**src/hdl/audio_pace_config.svh**
```systemverilog
//====================
// build-time sizes for the audio pacing subsystem
// include wherever a width or depth is needed
// FIFO depth must stay a power of two
//====================
`ifndef AUDIO_PACE_CONFIG_SVH
`define AUDIO_PACE_CONFIG_SVH

// numerator / denominator width of the pacers
`define AP_RATE_W 10

// divided enables per pacer, each one half the rate of the previous
`define AP_CEN_W 2

`define AP_FIFO_DEPTH 8   // sample buffer entries
`define AP_SAMPLE_W 16    // one sample word

`endif

```
**src/hdl/audio_pace_pkg.sv**
```systemverilog
//====================
// shared types for the audio pacing subsystem
// sample word union, channel mode, rate counter type
//====================
`include "audio_pace_config.svh"

package audio_pace_pkg;

    // numerator or denominator of a fractional rate
    typedef logic [`AP_RATE_W-1:0] rate_t;

    // how the sample word is read
    typedef enum logic {
        mode_mono   = 1'b0,
        mode_stereo = 1'b1
    } chan_mode_t;

    // two 8-bit channels, left in the upper byte
    typedef struct packed {
        logic [7:0] left;
        logic [7:0] right;
    } stereo_pair_t;

    // same 16 bits, two readings
    typedef union packed {
        logic [`AP_SAMPLE_W-1:0] mono;   // one unsigned sample
        stereo_pair_t            stereo; // left/right pair
    } sample_word_t;

endpackage

```
**src/hdl/sample_bus_if.sv**
```systemverilog
//====================
// Wishbone classic link carrying sample words
// master raises cyc+stb and holds we/dat_w until ack
// slave acks for a single cycle, read data valid with ack
//====================
interface sample_bus_if;
    import audio_pace_pkg::*;

    logic         cyc;   // bus cycle in progress
    logic         stb;   // strobe, same timing as cyc here
    logic         we;    // 1 = write
    sample_word_t dat_w; // master to slave
    sample_word_t dat_r; // slave to master
    logic         ack;   // one cycle

    modport master (
        output cyc, stb, we, dat_w,
        input  dat_r, ack
    );

    modport slave (
        input  cyc, stb, we, dat_w,
        output dat_r, ack
    );

endinterface

```
**src/hdl/audio_pace_top.sv**
```systemverilog
//====================
// audio pacing subsystem top
// source pacer drives the ramp producer, output pacer the serializer
// a FIFO over two Wishbone links sits between them
// src_cen / out_cen show the two rates
//====================
`include "audio_pace_config.svh"

module audio_pace_top (
    input  logic                       clk,
    input  logic                       rst,
    input  audio_pace_pkg::rate_t      src_n,  // producer rate n/m
    input  audio_pace_pkg::rate_t      src_m,
    input  audio_pace_pkg::rate_t      out_n,  // bit rate n/m
    input  audio_pace_pkg::rate_t      out_m,
    input  audio_pace_pkg::chan_mode_t mode,
    output logic                       sdata,
    output logic                       lrck,
    output logic                       frame_start,
    output logic                       frame_fill,
    output logic [7:0]                 overrun_cnt,
    output logic                       src_cen,
    output logic                       out_cen
);

    // only bit 0 leaves the pacers, divided ones stay here
    logic [`AP_CEN_W-1:0] src_cens;
    logic [`AP_CEN_W-1:0] out_cens;

    sample_bus_if wr_bus ();  // producer -> FIFO
    sample_bus_if rd_bus ();  // FIFO -> serializer

    frac_cen src_pace (
        .clk  (clk),
        .rst  (rst),
        .n    (src_n),
        .m    (src_m),
        .cen  (src_cens),
        .cenb ()
    );

    frac_cen out_pace (
        .clk  (clk),
        .rst  (rst),
        .n    (out_n),
        .m    (out_m),
        .cen  (out_cens),
        .cenb ()
    );

    sample_source source_i (
        .clk         (clk),
        .rst         (rst),
        .tick        (src_cens[0]),
        .mode        (mode),
        .bus         (wr_bus.master),
        .overrun_cnt (overrun_cnt)
    );

    sample_fifo fifo_i (
        .clk (clk),
        .rst (rst),
        .wr  (wr_bus.slave),
        .rd  (rd_bus.slave)
    );

    sample_serializer serializer_i (
        .clk         (clk),
        .rst         (rst),
        .bit_tick    (out_cens[0]),
        .mode        (mode),
        .bus         (rd_bus.master),
        .sdata       (sdata),
        .lrck        (lrck),
        .frame_start (frame_start),
        .frame_fill  (frame_fill)
    );

    assign src_cen = src_cens[0];
    assign out_cen = out_cens[0];

endmodule

```
**src/hdl/frac_cen.sv**
```systemverilog
//====================
// fractional clock enable generator
// cen[0] fires n times every m clocks on average (n <= m)
// cen[k] fires on every other cen[k-1], cenb is the half-period version
// a counter that runs past m+n restarts from zero
//====================
`include "audio_pace_config.svh"

module frac_cen (
    input  logic                  clk,
    input  logic                  rst,
    input  audio_pace_pkg::rate_t n,    // numerator
    input  audio_pace_pkg::rate_t m,    // denominator
    output logic [`AP_CEN_W-1:0]  cen,
    output logic [`AP_CEN_W-1:0]  cenb  // shifted by half a period
);

    localparam int AW = `AP_RATE_W + 1; // one extra bit for the sum
    localparam int CW = `AP_CEN_W;

    logic [AW-1:0] step;
    logic [AW-1:0] lim;
    logic [AW-1:0] absmax;
    logic [AW-1:0] cencnt;
    logic [AW-1:0] next;
    logic [AW-1:0] next2;

    logic half;     // cenb already given this period
    logic over;
    logic halfway;

    // only bits feeding the divided enables
    logic [CW-2:0] edgecnt;
    logic [CW-2:0] edgecnt_b;
    logic [CW-2:0] toggle;
    logic [CW-2:0] toggle_b;

    assign step   = {1'b0, n};
    assign lim    = {1'b0, m};
    assign absmax = lim + step; // never reached in normal running

    assign next  = cencnt + step;
    assign next2 = next - lim;    // wrap value after a pulse

    assign over    = next >= lim;
    assign halfway = (next >= (lim >> 1)) && !half;

    // rising bits of the edge counters
    assign toggle   = (edgecnt + 1'b1) & ~edgecnt;
    assign toggle_b = (edgecnt_b + 1'b1) & ~edgecnt_b;

    always_ff @(posedge clk) begin
        if (rst) begin
            cencnt    <= '0;
            half      <= 1'b0;
            edgecnt   <= '0;
            edgecnt_b <= '0;
            cen       <= '0;
            cenb      <= '0;
        end else begin
            cen  <= '0; // pulses only
            cenb <= '0;
            if (cencnt >= absmax) begin
                // run-away, e.g. m lowered under us
                cencnt <= '0;
                half   <= 1'b0;
            end else begin
                if (halfway) begin
                    half      <= 1'b1;
                    edgecnt_b <= edgecnt_b + 1'b1;
                    cenb      <= {toggle_b, 1'b1};
                end
                if (over) begin
                    cencnt  <= next2;
                    half    <= 1'b0;  // new period
                    edgecnt <= edgecnt + 1'b1;
                    cen     <= {toggle, 1'b1};
                end else begin
                    cencnt <= next;
                end
            end
        end
    end

endmodule

```
**src/hdl/sample_fifo.sv**
```systemverilog
//====================
// sample buffer between the two rate domains
// write slave acks one cycle after stb unless full
// read slave acks one cycle after stb unless empty, data valid with ack
//====================
`include "audio_pace_config.svh"

module sample_fifo (
    input  logic        clk,
    input  logic        rst,
    sample_bus_if.slave wr,  // from the producer
    sample_bus_if.slave rd   // from the serializer
);
    import audio_pace_pkg::*;

    localparam int DEPTH = `AP_FIFO_DEPTH;
    localparam int AW    = $clog2(DEPTH);

    sample_word_t mem [DEPTH];

    logic [AW:0] wp;   // extra wrap bit
    logic [AW:0] rp;
    logic        full;
    logic        empty;
    logic        wr_go;
    logic        rd_go;
    logic        wr_ack;
    logic        rd_ack;
    sample_word_t rd_q;

    assign empty = (wp == rp);
    assign full  = (wp[AW] != rp[AW]) && (wp[AW-1:0] == rp[AW-1:0]);

    // request seen and not yet answered
    assign wr_go = wr.cyc && wr.stb && wr.we && !wr_ack && !full;
    assign rd_go = rd.cyc && rd.stb && !rd.we && !rd_ack && !empty;

    always_ff @(posedge clk) begin
        if (rst) begin
            wp     <= '0;
            rp     <= '0;
            wr_ack <= 1'b0;
            rd_ack <= 1'b0;
        end else begin
            wr_ack <= wr_go;   // single-cycle ack
            rd_ack <= rd_go;
            if (wr_go)
                wp <= wp + 1'b1;
            if (rd_go)
                rp <= rp + 1'b1;
        end
    end

    // storage and read register carry no reset
    always_ff @(posedge clk) begin
        if (wr_go)
            mem[wp[AW-1:0]] <= wr.dat_w;
        if (rd_go)
            rd_q <= mem[rp[AW-1:0]];  // lands with ack
    end

    assign wr.ack   = wr_ack;
    assign wr.dat_r = '0;     // write port returns nothing
    assign rd.ack   = rd_ack;
    assign rd.dat_r = rd_q;

endmodule

```
**src/hdl/sample_serializer.sv**
```systemverilog
//====================
// serial sample output, MSB first, one bit per bit_tick
// mono frames are 16 bits, stereo sends left (lrck low) then right
// next word is fetched from the FIFO while the current frame runs
// a frame with no word ready goes out as zeros with frame_fill low
//====================
`include "audio_pace_config.svh"

module sample_serializer (
    input  logic                       clk,
    input  logic                       rst,
    input  logic                       bit_tick,    // output rate enable
    input  audio_pace_pkg::chan_mode_t mode,
    sample_bus_if.master               bus,
    output logic                       sdata,
    output logic                       lrck,        // high on right channel
    output logic                       frame_start, // with the first bit
    output logic                       frame_fill   // frame carries data
);
    import audio_pace_pkg::*;

    localparam int SW    = `AP_SAMPLE_W;
    localparam int CNT_W = $clog2(SW);

    logic [SW-1:0]    shreg;      // remaining bits of the frame
    logic [CNT_W-1:0] bit_cnt;    // bits still to send after current
    logic [CNT_W-1:0] frame_len;
    sample_word_t     nxt;        // prefetched word
    logic             have_word;
    logic             right_next; // stereo, next frame is the right byte
    logic             right_ok;   // right byte came with a real word
    logic [7:0]       right_byte;
    logic             fetch;      // read cycle on the bus
    logic             boundary;
    logic             consume;
    logic [SW-1:0]    first_word; // frame contents, left aligned
    logic             first_fill;

    assign frame_len = (mode == mode_mono) ? CNT_W'(SW - 1) : CNT_W'(SW / 2 - 1);
    assign boundary  = bit_tick && (bit_cnt == '0);
    assign consume   = boundary && have_word && (mode == mode_mono || !right_next);

    // decode the union for the frame about to start
    always_comb begin
        first_word = '0;
        first_fill = 1'b0;
        if (mode == mode_mono) begin
            first_word = have_word ? nxt.mono : '0;
            first_fill = have_word;
        end else if (!right_next) begin
            first_word = have_word ? {nxt.stereo.left, 8'h00} : '0;
            first_fill = have_word;
        end else begin
            first_word = right_ok ? {right_byte, 8'h00} : '0;
            first_fill = right_ok;
        end
    end

    always_ff @(posedge clk) begin
        if (rst) begin
            fetch       <= 1'b0;
            have_word   <= 1'b0;
            bit_cnt     <= '0;   // first tick opens a frame
            right_next  <= 1'b0;
            right_ok    <= 1'b0;
            sdata       <= 1'b0;
            lrck        <= 1'b0;
            frame_start <= 1'b0;
            frame_fill  <= 1'b0;
        end else begin
            frame_start <= 1'b0;
            // prefetch, cyc only while no word is held
            if (fetch) begin
                if (bus.ack) begin
                    fetch     <= 1'b0;
                    have_word <= 1'b1;
                end
            end else if (!have_word) begin
                fetch <= 1'b1;
            end
            if (consume)
                have_word <= 1'b0;
            if (boundary) begin
                sdata       <= first_word[SW-1];
                bit_cnt     <= frame_len;
                frame_start <= 1'b1;
                frame_fill  <= first_fill;
                lrck        <= (mode == mode_stereo) && right_next;
                right_next  <= (mode == mode_stereo) && !right_next;
                if (mode == mode_stereo && !right_next)
                    right_ok <= have_word; // right half follows its left
            end else if (bit_tick) begin
                sdata   <= shreg[SW-1];
                bit_cnt <= bit_cnt - 1'b1;
            end
        end
    end

    // payload registers
    always_ff @(posedge clk) begin
        if (fetch && bus.ack)
            nxt <= bus.dat_r;
        if (boundary) begin
            shreg <= first_word << 1;
            if (mode == mode_stereo && !right_next)
                right_byte <= nxt.stereo.right;
        end else if (bit_tick) begin
            shreg <= shreg << 1;
        end
    end

    assign bus.cyc   = fetch;
    assign bus.stb   = fetch;
    assign bus.we    = 1'b0;  // read-only master
    assign bus.dat_w = '0;

endmodule

```
**src/hdl/sample_source.sv**
```systemverilog
//====================
// ramp test tone producer
// writes one sample per tick into the FIFO over Wishbone
// ramp only advances on ack, late ticks count as overruns
//====================
`include "audio_pace_config.svh"

module sample_source (
    input  logic                       clk,
    input  logic                       rst,
    input  logic                       tick,        // source rate enable
    input  audio_pace_pkg::chan_mode_t mode,
    sample_bus_if.master               bus,
    output logic [7:0]                 overrun_cnt  // saturating
);
    import audio_pace_pkg::*;

    logic [`AP_SAMPLE_W-1:0] ramp;
    sample_word_t            word;   // next sample, built for the mode
    sample_word_t            dat_q;  // held during the write
    logic                    busy;   // write pending

    always_comb begin
        word = '0;
        if (mode == mode_mono) begin
            word.mono = ramp;
        end else begin
            word.stereo.left  = ramp[7:0];
            word.stereo.right = ~ramp[7:0]; // inverse of left
        end
    end

    always_ff @(posedge clk) begin
        if (rst) begin
            busy        <= 1'b0;
            ramp        <= '0;
            overrun_cnt <= '0;
        end else begin
            if (busy) begin
                if (bus.ack) begin
                    busy <= 1'b0;       // drop cyc/stb next cycle
                    ramp <= ramp + 1'b1;
                end
            end else if (tick) begin
                busy <= 1'b1;
            end
            // tick lost while a write is still out
            if (tick && busy && overrun_cnt != 8'hff)
                overrun_cnt <= overrun_cnt + 1'b1;
        end
    end

    // payload, captured at the start of the write
    always_ff @(posedge clk) begin
        if (!busy && tick)
            dat_q <= word;
    end

    assign bus.cyc   = busy;
    assign bus.stb   = busy;
    assign bus.we    = busy;  // write-only master
    assign bus.dat_w = dat_q;

endmodule

```
**config.mk**
```make
export PLATFORM = sky130hd
export DESIGN_NAME = audio_pace_top
export DESIGN_NICKNAME = d
export VERILOG_FILES = /design/src/hdl/audio_pace_pkg.sv /design/src/hdl/sample_bus_if.sv /design/src/hdl/audio_pace_top.sv /design/src/hdl/frac_cen.sv /design/src/hdl/sample_fifo.sv /design/src/hdl/sample_serializer.sv /design/src/hdl/sample_source.sv
export VERILOG_INCLUDE_DIRS = /design/src /design/src/hdl
export SDC_FILE = /design/constraint.sdc
export NUM_CORES = 1
export LEC_CHECK = 0
export BUFFER_PORTS_ARGS = -buffer_cell sky130_fd_sc_hd__buf_2
export CORE_MARGIN = 5
export CORE_UTILIZATION = 35
export DETAILED_ROUTE_END_ITERATION = 16
export PLACE_DENSITY = 0.54
export RECOVER_POWER = 50
export SLEW_MARGIN = 20
export SYNTH_ARGS = -nofsm -noshare
export SYNTH_HDL_FRONTEND = slang
export SYNTH_SLANG_ARGS = --single-unit
export TNS_END_PERCENT = 10
```
**constraint.sdc**
```tcl
create_clock -name clk -period 3.7 [get_ports clk]
set_input_delay 0.37 -clock clk [delete_from_list [all_inputs] [get_ports clk]]
set_output_delay 0.37 -clock clk [all_outputs]
set_load 0.02 [all_outputs]
```
==> results of run 1 <==
[critical path, delay by kind of cell, from the launching register on]
kind | cells | cell delay (ns)
flops | 1 | 0.31
buf+inv | 1 | 0.07
compound gates | 8 | 1.64
simple gates | 3 | 0.56
fa+ha+maj | 3 | 0.74
[stage by stage]
| step | util, % | hold slack, ns | TNS, ns | total power, mW | std cells |
|---|---|---|---|---|---|
| 2_1_floorplan | - | 0.400 | 0 | 7.60 | 1079 |
| 3_3_place_gp | 37.8 | 0.403 | 0 | 8.61 | 1642 |
| 3_5_place_dp | 37.8 | 0.405 | -0.00687 | 8.65 | 1642 |
| 4_1_cts | 40.5 | 0.192 | 0 | 11.8 | 1696 |
| 5_1_grt | 40.4 | 0.221 | -0.0209 | 12.5 | 1696 |
| 6_report | 40.4 | 0.217 | 0 | 11.7 | 1696 |
[worst min-delay path by stage]
| stage | slack, ns | to |
|---|---|---|
| finish | 0.22 | out_pace.cencnt[0] |
| global route | 0.22 | out_pace.cencnt[0] |
| CTS | 0.19 | out_pace.cencnt[0] |
| detailed placement | 0.40 | serializer_i.nxt[4] |
| global placement | 0.40 | serializer_i.nxt[1] |
| floorplan | 0.40 | serializer_i.nxt[0] |
[routing by layer]
metal | GRT usage [%] | routed length, um
met2 | 21.6 | 12900
met1 | 18.0 | 13400
met4 | 2.99 | 477
met5 | 0 | 0
met3 | 1.69 | 816
[flip-flops by register name (all words and copies together) (netlist names), 4 cells and up]
name / count
source_i.bus.dat_w: 16
source_i.ramp: 16
fifo_i.rd.dat_r: 16
serializer_i.right_byte: 8
source_i.overrun_cnt: 8
src_pace.cencnt: 11
serializer_i.bit_cnt: 4
out_pace.cencnt: 11
serializer_i.nxt: 16
serializer_i.shreg: 15
fifo_i.rp: 4
fifo_i.wp: 4
fifo_i.mem: 128
[power by group]
| part | switching (mW) | internal, mW |
|---|---|---|
| registers | 0.281 | 3.89 |
| logic | 2.47 | 1.95 |
| clock network | 1.17 | 1.91 |
[cell usage after synthesis, types with 7 or more instances]
library cell  count
a222oi_1          7
a21o_1           14
mux4_2           32
edfxtp_1        199
nor3_1           25
buf_2             9
xnor2_1          38
nand2_1          56
a21oi_1          56
nand4_1          10
o211ai_1          7
o21a_1           12
nor2_1           73
nand3_1          28
clkbuf_1         19
nand2b_1         10
a211oi_1         18
mux2_2           25
o21ai_0          48
ha_1             88
xor2_1           36
or3_1            15
dfxtp_1          71
inv_1            58
nor2b_1          12
and3_1            9
[kinds of logic (layout without fill, tap and decap cells)]
logic type / after synthesis / in the layout
and+or+nand+nor: 272 / 272
DFF: 270 / 270
AOI/OAI and AO/OA: 211 / 211
buffers and inverters: 95 / 194
adders and majority gates: 94 / 94
xor gates and xnor gates: 74 / 74
muxes: 63 / 63
[cell type report]
cell class | instances | area share [%]
flip-flops and latches | 270 | 47.7
repair buffers | 82 | 3.12
clock buffers | 39 | 5.31
well taps | 518 | 4.18
inverters | 58 | 1.40
multi-input cells | 714 | 37.0
clock inverters | 15 | 1.36
[timing repair]
action | CTS | global route
endpoints found under the setup margin | 0 | 18
gates resized for setup | 0 | 7
buffers inserted | 0 | 0
hold endpoints to repair | 0 | 0
==> results.md, run 1 <==
Outcome:
- The flow ran to the end, and the final reports show no timing, DRC or antenna violations.

Place:
- The setup slack at placement is -0.00687 ns.
- The congestion estimate from routability-driven global placement came to 0.815.
- In this run the cell area measured after placement is 14500 sq um.
- The count of port buffers added during placement is 56.
- The post-DP HPWL is about 20 mm.

Logic synthesis:
- The post-synthesis compound-gate area fraction is about a tenth.
- The multiplexer area fraction after synthesis is 7.87%.
- The number of enable flip-flop cells after synthesis is about 200.
- The synthesized netlist contains between 70 and 80 unique library cells.
- The number of cells produced by synthesis is between 1000 and 1500.
- The simple logic cell fraction of the synthesized area is 10.1%.
- Sorting the synthesized cells by area gives the leading types as edfxtp_1, dfxtp_1, ha_1.
- The average cell area after synthesis is 12.5 sq um.
- The netlist area before placement is 13500 sq um.
- The post-synthesis sequential area ratio is between 50% and 60%.
- The synthesized netlist devotes a little under a tenth of its cell area to adder and majority cells.
- The leading register cell type out of synthesis is edfxtp_1.
- After synthesis, the largest family of logic cells by area is compound AO/OA/AOI/OAI gates.
- The top cell type by total area after synthesis is edfxtp_1.
- The Yosys step of the flow raised 0 warnings.
- When the netlist entered floorplanning its net count stood at ~1200.
- The xor/xnor share of the synthesized area is 4.80%.
- The number of register bits inferred by synthesis is 270.
- The share of flip-flops with an asynchronous set or reset is 0%.
- The area share of the largest cell type after synthesis is between 40 and 50%.

Pwr:
- In this run the static leakage power is ~5.8 nW.
- The highest ir drop seen on vdd is about 0.38 mV.
- Power spread over the standard cell area amounts to between 700 and 800 nW/um^2.

Clocking:
- The clock net sink count is 270.
- TritonCTS built the clock tree.
- The maximum buffer depth of the clock tree is 3.
- The post-CTS clock slew at the launch and capture registers of the worst setup and hold paths is about 0.06 ns.
- Clock tree synthesis inserted a total of 29 buffers.
- The clock latency of the later-clocked register in the worst-skew pair is 0.54 ns.
- For this design, the CTS-stage hold fixing added 0 buffers.
- In this run the clock root is driven by a clkbuf_16.
- The maximum level of the CTS H-tree is 1.

Layout:
- The library cell used most frequently in the layout, excluding fill and tap cells, is edfxtp_1.
- At the end of the flow, the number of nets in the layout was around 1300.
- The multi-input combinational cells in the finished layout cover a total of ~5700 sq um.
- From synthesis to final layout, the design area changed by 15.0%.
- The ratio of cells with drive above 1 in the final layout is between 15 and 20%.
- After routing the design area is between 15000 and 20000 sq um.
- The top cell types in the final layout, fill and taps aside, are edfxtp_1, ha_1, nor2_1.
- The number of antenna diodes in the final layout is 0.
- The sequential cell area is roughly 7400 sq um.
- Counting the fill cells in the layout gives between 3000 and 4000.

Timing:
- The count of endpoints failing setup in the final report is 0.
- The number of hold violations in the final report is 0.
- The worst pin sits at a relative slew slack of under 10%.
- The post-route fraction of the period consumed by the critical path is approximately 93%.
- Clock skew on the completed layout was measured at around 0.014 ns.
- For the pin with the worst max-slew slack, the measured transition is approximately 1.4 ns.
- Timing would allow up to between 200 and 300 MHz.
- The minimum clock period after layout is 3.46 ns.
- Setup repair after global routing could not meet its margin everywhere.
- The max-slew violation count was 0.
- The worst path meets setup with roughly 0.24 ns of slack.

Routing:
- The first TritonRoute pass finished after 5 iterations.
- The wire length after detailed routing is 27.5 mm.
- After detailed routing, the number of remaining DRC violations is 0.
- The detail route stage leaves a number of antenna-violating nets equal to 0.
- In this run, the number of DRC markers left after iteration 0 of detailed routing was just under 400.
- In the routed layout, each cell is associated on average with a via count of about 5.
- The average wire per standard cell is 16.2 um.
- The via count is 8378.

Worst setup path:
- The startpoint identified for the worst register-to-register timing path is out_pace.cencnt[0].
- The number of cells traversed by the worst register-to-register path is 15.
- The reg-to-reg setup timing slack is about 0.24 ns.
- The signal on the critical path passes through ha_1, inv_1, fa_1, nor2b_1, o31a_1, o21a_1, or3_1, and2_1, ha_1, a21oi_1, o21ai_1, o21bai_1, a221o_2, o21ai_0, a21oi_1.
- The slowest cell on the critical path is a221o_2.
- The critical path capture point is out_pace.cencnt[9].
- The largest driver fanout on the critical path is 10.
- The endpoint type of the worst setup path is a flip-flop.
- The largest incremental delay on the critical path is 0.45 ns.
- The worst register-to-register path ends at out_pace.cencnt[9].
- The critical path starts at out_pace.cencnt[0].
- The signal arrival time at the worst endpoint is 3.89 ns.
- The sort of element at the start of the critical path is a flip-flop.
- The worst endpoint required time is 4.13 ns.
- The critical path in this run is classified as reg -> reg.

Min path:
- The hold-critical path depth is 3.
- In this run the worst hold path is classified as in -> reg.
- The worst hold path begins at out_m[0].

Global route:
- The overflow left after global routing is 0.
- The global routing usage summed across all routing layers is approximately an eighth.
- The number of antenna violations at the first check in global routing was 0.
- The number of global-route vias before repair was approximately 8400.
- The first global-routing pass estimated between 40 and 50 mm of wire.
- The pin count of the biggest net entering global routing is roughly 50.

Floorplan:
- The floorplan step set the die width to roughly 210 um.
- The area of the core is between 30000 and 40000 sq um.
- The number of standard-cell rows in the floorplan is between 70 and 80.
- The die span in y is just over 200 um.
- The full die area is ~43000 sq um.
- The effective utilization at floorplan is between 30% and 40%.
- 57 I/O pins were placed.

Run:
- Max-cap violations in this run came to 0.
(Power assumes the default switching activity.)
==> inputs of run 2 (changes only) <==
--- a/config.mk
+++ b/config.mk
@@ -10,7 +10,7 @@
 export CORE_MARGIN = 5
 export CORE_UTILIZATION = 35
 export DETAILED_ROUTE_END_ITERATION = 16
-export PLACE_DENSITY = 0.54
+export PLACE_DENSITY = 0.58
 export RECOVER_POWER = 50
 export SLEW_MARGIN = 20
 export SYNTH_ARGS = -nofsm -noshare
==> results.md, run 2 (synthesis results as in run 1) <==
Min path:
- The startpoint identified for the worst hold timing path is out_m[0].
- The worst-case hold path end point is out_pace.cencnt[0].
- Along the worst hold path, the cell count comes to 3.
- The tightest min-delay check is of the in -> reg type.

Routing:
- The routed layout has approximately 8400 vias.
- The detailed router finished its first iteration with 450 violations.
- The number of antenna-violating nets in the routed design is 0.
- The routed design has between 20 and 30 mm of wire.
- Using the TritonRoute via totals, the vias-per-cell ratio works out to about 5.0.
- After detailed routing, the number of remaining DRC violations is 0.
- Dividing the detail-routed wire length by the instance count gives between 15 and 20 um.
- The number of detailed-route iterations in the first pass is 5.

Worst setup path:
- The combined buffer and inverter count along the critical path is 0.
- Broken down by cell family, the worst path's largest delay share belongs to simple AND/OR/NAND/NOR gates.
- The signal arrival time at the worst endpoint is between 3 and 4 ns.
- The largest incremental delay on the critical path is 0.47 ns.
- Measured in cells, the most critical reg-to-reg path has a length of 12.
- The critical register-to-register path endpoint is src_pace.cencnt[10].
- STA classifies the critical path startpoint as a flip-flop.
- STA classifies the critical path endpoint as a flip-flop.
- The worst register-to-register path has a setup slack of 0.20 ns.
- STA puts the critical path data required time at around 4.2 ns.
- The most numerous cell type found on the critical path is ha_1.
- The slowest cell on the critical path is or4_1.
- By startpoint and endpoint, the worst setup path is classified as reg -> reg.
- The startpoint of the worst register-to-register path is src_pace.cencnt[4].
- Walking the worst path, the cells encountered are ha_1, or4_1, o21ai_0, nor2_1, xnor2_1, ha_1, nand3_2, nor3_2, a41oi_2, a31o_1, or3_1, a21oi_1.
- Of all nets on the critical path, the largest fanout is 6.
- In this run the number of cells on the critical path is 12.

Timing:
- The headroom to the max-slew limit is 0.406%.
- Adding up every negative setup slack in the final design gives 0 ns.
- The number of hold violations in the final report came to 0.
- At the pin with the least slew margin, the transition time is about 1.5 ns.
- The final clock skew is 0.0166 ns.
- Setup violations remaining at the end of the flow were counted as 0.
- The max-slew violation count is 0.
- The minimum clock period after layout is ~3.5 ns.
- Hold is met by approximately 0.20 ns.
- The worst setup margin is roughly 0.20 ns.
- The highest clock frequency the design can meet is 286 MHz.
- The final critical path takes up 94.5% of the cycle.

Pwr:
- The internal power of the cells totals 7.49 mW.
- The share of total power dissipated in the clock network is about a quarter.
- The leakage power of the design is ~5.7 nW.
- The switching power of the nets is ~4 mW.
- The part of the total power dissipated in combinational logic is ~40%.
- The highest ir drop seen on vdd is between 0.4 and 0.5 mV.
- Overall power consumption after layout is estimated at approximately 12 mW.
- Net switching is a little over a third of the power.
- Dividing total power by cell area gives a power density of approximately 750 nW/um^2.
- The share of total power dissipated in sequential elements is a little over a third.

Global route:
- The global-route wire length before repair is 44.1 mm.
- The number of antenna violations at the first check in global routing is 0.
- The number of global-route vias before repair is 8369.
- Global routing consumed, over all layers together, about an eighth of the routing resources.
- The overflow left after global routing is 0.
- Entering global routing, the biggest net connects 49 pins.

Floorplan:
- 57 I/O pins were placed.
- The floorplan step set the die height to 206 um.
- The area of the core is 38400 sq um.
- Row generation in the floorplan step produced slightly above 70 rows.
- The die covers 42600 sq um.
- The effective utilization at floorplan is 35.2%.
- The die extent in x is 206 um.

Clocking:
- The clock reaches the later pin of the worst-skew pair after 0.54 ns.
- The clock net sink count is 270.
- Buffers inserted to repair hold after CTS numbered 0.
- The post-CTS clock slew at the launch and capture registers of the worst setup and hold paths is 0.06 ns.
- The maximum level of the CTS H-tree is 1.
- TritonCTS built the clock tree.
- In this run the deepest clock path goes through 3 buffers.
- The number of buffers created by CTS is 28.
- In this run the clock root is driven by a clkbuf_16.

Layout:
- The final standard cell count with taps included and fillers excluded is approximately 1700.
- With fillers left out, the area of the finished cells amounts to approximately 15000 sq um.
- The final layout contains roughly 1300 nets.
- For this run, the share of the core covered by cells in the final layout is roughly 40%.
- The ratio of cells with drive above 1 in the final layout is 17.0%.
- The register with the most flip-flops in the layout has ~130 of them.
- The library cells used most frequently in the layout, excluding fill and tap cells, are edfxtp_1, ha_1, nor2_1.
- Compared with the post-synthesis result, the final layout area differs by 14.2%.
- The most common cell after layout, fill and taps aside is edfxtp_1.
- The repair_antennas step left the layout with diodes totalling 0.

Run:
- The max capacitance violation total is 0.

Place:
- After legalization and detailed placement, the total HPWL measured 18.9 mm.
- Input and output buffers added on the ports amount to 56.
- In this run, placement finished with an instance count of between 1500 and 2000.
- The cell area reported after detailed placement is around 14000 sq um.
- Before CTS, the worst setup slack after placement is -0.115 ns.
- At the end of routability-driven placement, the weighted congestion stood at roughly 0.86.

Outcome:
- The run finished with clean final reports.
[run 2: repair_timing]
action	in CTS	in global routing
endpoints found under the setup margin	0	22
setup buffers	0	1
gates resized for setup	0	16
[run 2: routing by layer]
layer / vias up / global-route usage (%) / part of all wire (%)
li1: 4216 / - / -
met1: 4056 / 18.3 / 49
met2: 123 / 20.8 / 46
met3: 37 / 1.58 / 3.1
met4: 0 / 2.80 / 1.9
met5: - / 0 / 0
[run 2: final cells by class]
type                            count  area (sq um)
Tap cell                          518           648
Clock buffer                       37           744
Clock inverter                     15           153
Inverter                           58           218
Sequential cell                   270          7400
Fill cell                        3618         23000
Multi-Input combinational cell    714          5790
Timing Repair Buffer               82           453
[run 2: worst max-delay path by stage]
| stage | startpoint | end | slack, ns |
|---|---|---|---|
| finish | src_pace.cencnt[4] | src_pace.cencnt[10] | 0.20 |
| global route | src_pace.cencnt[4] | src_pace.cencnt[10] | -0.06 |
| CTS | src_pace.cencnt[0] | src_pace.cencnt[8] | 0.02 |
| detailed placement | src_n[0] | src_pace.cencnt[8] | -0.12 |
| global placement | src_n[0] | src_pace.cencnt[8] | -0.03 |
| floorplan | out_n[0] | out_pace.cencnt[5] | 0.30 |
[run 2: power by group through the flow]
stage                     logic, mW  registers (mW)  clock network [mW]
after global placement         4.41            4.21                   0
final                          4.62            4.16                2.72
after detailed placement       4.45            4.23                   0
after global routing           5.19            4.22                2.93
after CTS                      4.48            4.17                2.79
after floorplan                3.46            4.14                   0
[run 2: worst register-to-register path: stages, from the launching register on]
cell	delay (ns)
dfxtp_1	0.34
ha_1	0.37
or4_1	0.47
o21ai_0	0.14
nor2_1	0.09
xnor2_1	0.16
ha_1	0.43
nand3_2	0.16
nor3_2	0.26
a41oi_2	0.19
a31o_1	0.29
or3_1	0.37
a21oi_1	0.15
==> inputs of run 3 (changes only) <==
--- a/config.mk
+++ b/config.mk
@@ -10,7 +10,7 @@
 export CORE_MARGIN = 5
 export CORE_UTILIZATION = 35
 export DETAILED_ROUTE_END_ITERATION = 16
-export PLACE_DENSITY = 0.58
+export PLACE_DENSITY = 0.48
 export RECOVER_POWER = 50
 export SLEW_MARGIN = 20
 export SYNTH_ARGS = -nofsm -noshare
==> results.md, run 3 (synthesis results as in run 1) <==
Place:
- The placed instance count is around 1600.
- At the end of routability-driven placement, the weighted congestion stood at between 0.8 and 0.9.
- The post-DP HPWL is slightly below 20 mm.
- The count of port buffers added during placement is 56.

Pwr:
- The total power consumption of the routed design is ~12 mW.
- The power density relative to cell area is 755 nW/um^2.
- The highest ir drop seen on vdd is ~0.34 mV.
- The leakage power of the design is ~5.7 nW.

Worst setup path:
- Traced cell by cell, the critical path runs through ha_1, inv_1, fa_1, nor2b_1, o31a_1, o21a_1, or3_1, and2_1, ha_4, a21oi_1, o21ai_0, o21bai_1, a221o_2, o21ai_0, a21oi_1.
- The largest driver fanout on the critical path is 10.
- Broken down by cell family, the worst path's largest delay share belongs to compound AO/OA/AOI/OAI gates.
- The largest incremental delay on the critical path is approximately 0.47 ns.
- For the worst flop-to-flop path, the logic depth is 15.
- The largest individual stage delay along the critical path comes from the cell a221o_2.
- The number of buffers and inverters on the critical path is 1.
- The class of the most critical setup path is reg -> reg.
- The worst setup path is launched from a flip-flop.
- The endpoint type of the worst setup path is a flip-flop.
- The worst endpoint required time is about 4.1 ns.
- The signal arrival time at the worst endpoint is approximately 3.9 ns.
- Counting buffers and inverters, the worst setup path is 15 cells deep.

Timing:
- The minimum clock period after layout is roughly 3.4 ns.
- The max-slew violation count is 0.
- The final-layout worst hold slack is around 0.21 ns.
- The number of hold violations in the final report is 0.
- Setup repair after global routing left no endpoint under its margin.
- At the pin with the least slew margin, the transition time is roughly 1.4 ns.
- The count of endpoints failing setup in the final report is 0.
- Across the routed clock network, the largest skew measured is just over 0.02 ns.
- The setup TNS is 0 ns.
- The post-route fraction of the period consumed by the critical path is 92.5%.
- Based on the critical path, the design can be clocked at up to about 300 MHz.
- The worst pin sits at a relative slew slack of 8.92%.

Global route:
- The global routing usage summed across all routing layers is between 10 and 15%.
- The number of global-route vias before repair was roughly 8600.
- Entering global routing, the biggest net connects 50 pins.
- The first global-routing pass estimated around 47 mm of wire.
- The total overflow left after global routing is 0.
- The number of antenna violations at the first check in global routing is 0.

Routing:
- For this run, design rule violations remaining after detail routing come to 0.
- For this block, the via count after detailed routing is around 8400.
- The count of routing violations after the opening detailed-route iteration is 462.
- The average wire per standard cell is between 15 and 20 um.
- The ratio of routed vias to standard cells is approximately 5.0.
- The pre-antenna-repair detailed-routing pass consisted of 5 iterations.
- The final layout contains routed wiring with a total length of approximately 29 mm.
- The number of antenna-violating nets in the routed design is 0.

Clocking:
- TritonCTS built the clock tree.
- CTS built an H-tree with a depth of 1.
- The clock net in this run drives a total of 270 sinks.
- The number of clock buffers added by TritonCTS is 29.
- The clock passes through at most 3 buffers.
- For the worst-skew pair, the clock arrives at the later sink with an insertion delay of roughly 0.55 ns.
- Clock-pin slew was measured on the worst setup and hold paths at around 0.06 ns.
- The cell sitting at the root of the clock tree is a clkbuf_16.

Layout:
- The final standard cell count with taps included and fillers excluded is between 1500 and 2000.
- The final layout contains between 1000 and 1500 nets.
- The area added between synthesis and finish is 14.7%.
- In the layout the commonest cells are edfxtp_1, ha_1, nor2_1.
- The most common cell after layout, fill and taps aside is edfxtp_1.
- In the final layout, the share of cells above drive strength 1 is about 17%.
- The register with the most flip-flops in the layout has about 130 of them.
- The number of antenna cells inserted is 0.

Outcome:
- The run finished with clean final reports.

Floorplan:
- The die covers 42600 sq um.
- The effective utilization at floorplan is between 30% and 40%.
- The area of the core is about 38000 sq um.
- The floorplan step set the die width to 206 um.
- The count of boundary I/O pins is 57.
- The number of standard-cell rows in the floorplan is 72.
- The die span in y is 206 um.

Min path:
- The hold-critical path depth is 3.
- The class of the most critical hold timing path is in -> reg.

Run:
- The max capacitance violation total is 0.
-- run 3: cell count changes in the layout (fill, tap and decap cells not counted), sizes merged --
cell / delta
clkinvlp: +1
clkinv: +1
bufinv: +2
clkbuf: -3
buf: +3
-- run 3: area by class of cell --
cell class	count	area, sq um
fill	3656	22900
clock buffer	35	768
sequential	270	7400
tap	518	648
multi-input combinational	714	5770
timing repair buffer	84	474
clock inverter	19	201
inverter	58	218
-- run 3: stage by stage --
step,instance area (sq um),util [%],setup WS (ns)
global placement,14500,37.7,0.0786
global route,15500,40.3,0.0110
finish,15500,40.3,0.278
floorplan,13500,-,0.304
detailed placement,14500,37.7,-0.0359
CTS,15500,40.3,0.0952
-- run 3: timing repair --
action | 4_1_cts | 5_1_grt
setup buffers | 0 | 0
hold buffers | 0 | 0
resized for setup | 0 | 11
setup endpoints to repair | 0 | 22
-- run 3: power breakdown --
group	internal [mW]	switching [mW]	total, mW
Sequential	3.89	0.279	4.17
Clock	1.75	1.17	2.92
Combinational	2.01	2.58	4.59
-- run 3: metal layers --
| metal | up-vias | track usage [%] | wire length (um) |
|---|---|---|---|
| li1 | 4238 | - | - |
| met1 | 4015 | 19.5 | 13800 |
| met2 | 124 | 22.2 | 13300 |
| met3 | 37 | 1.69 | 920 |
| met4 | 0 | 3.14 | 569 |
| met5 | - | 0 | 0 |
-- run 3: worst paths after layout --
kind	slack, ns	start	endpoint
max	0.28	out_pace.cencnt[0]	out_pace.cencnt[9]
min	0.21	out_m[0]	out_pace.cencnt[0]
min reg2reg	0.41	fifo_i.rd.dat_r[7]	serializer_i.nxt[7]
max reg2reg	0.28	out_pace.cencnt[0]	out_pace.cencnt[9]
-- run 3: worst reg2reg max path, stage by stage, from the launching register on --
cell and delay [ns]:
dfxtp_1 0.32, ha_1 0.21, inv_1 0.08, fa_1 0.20, nor2b_1 0.07, o31a_1 0.26, o21a_1 0.18, or3_1 0.33
and2_1 0.20, ha_4 0.24, a21oi_1 0.14, o21ai_0 0.12, o21bai_1 0.21, a221o_2 0.47, o21ai_0 0.20, a21oi_1 0.09
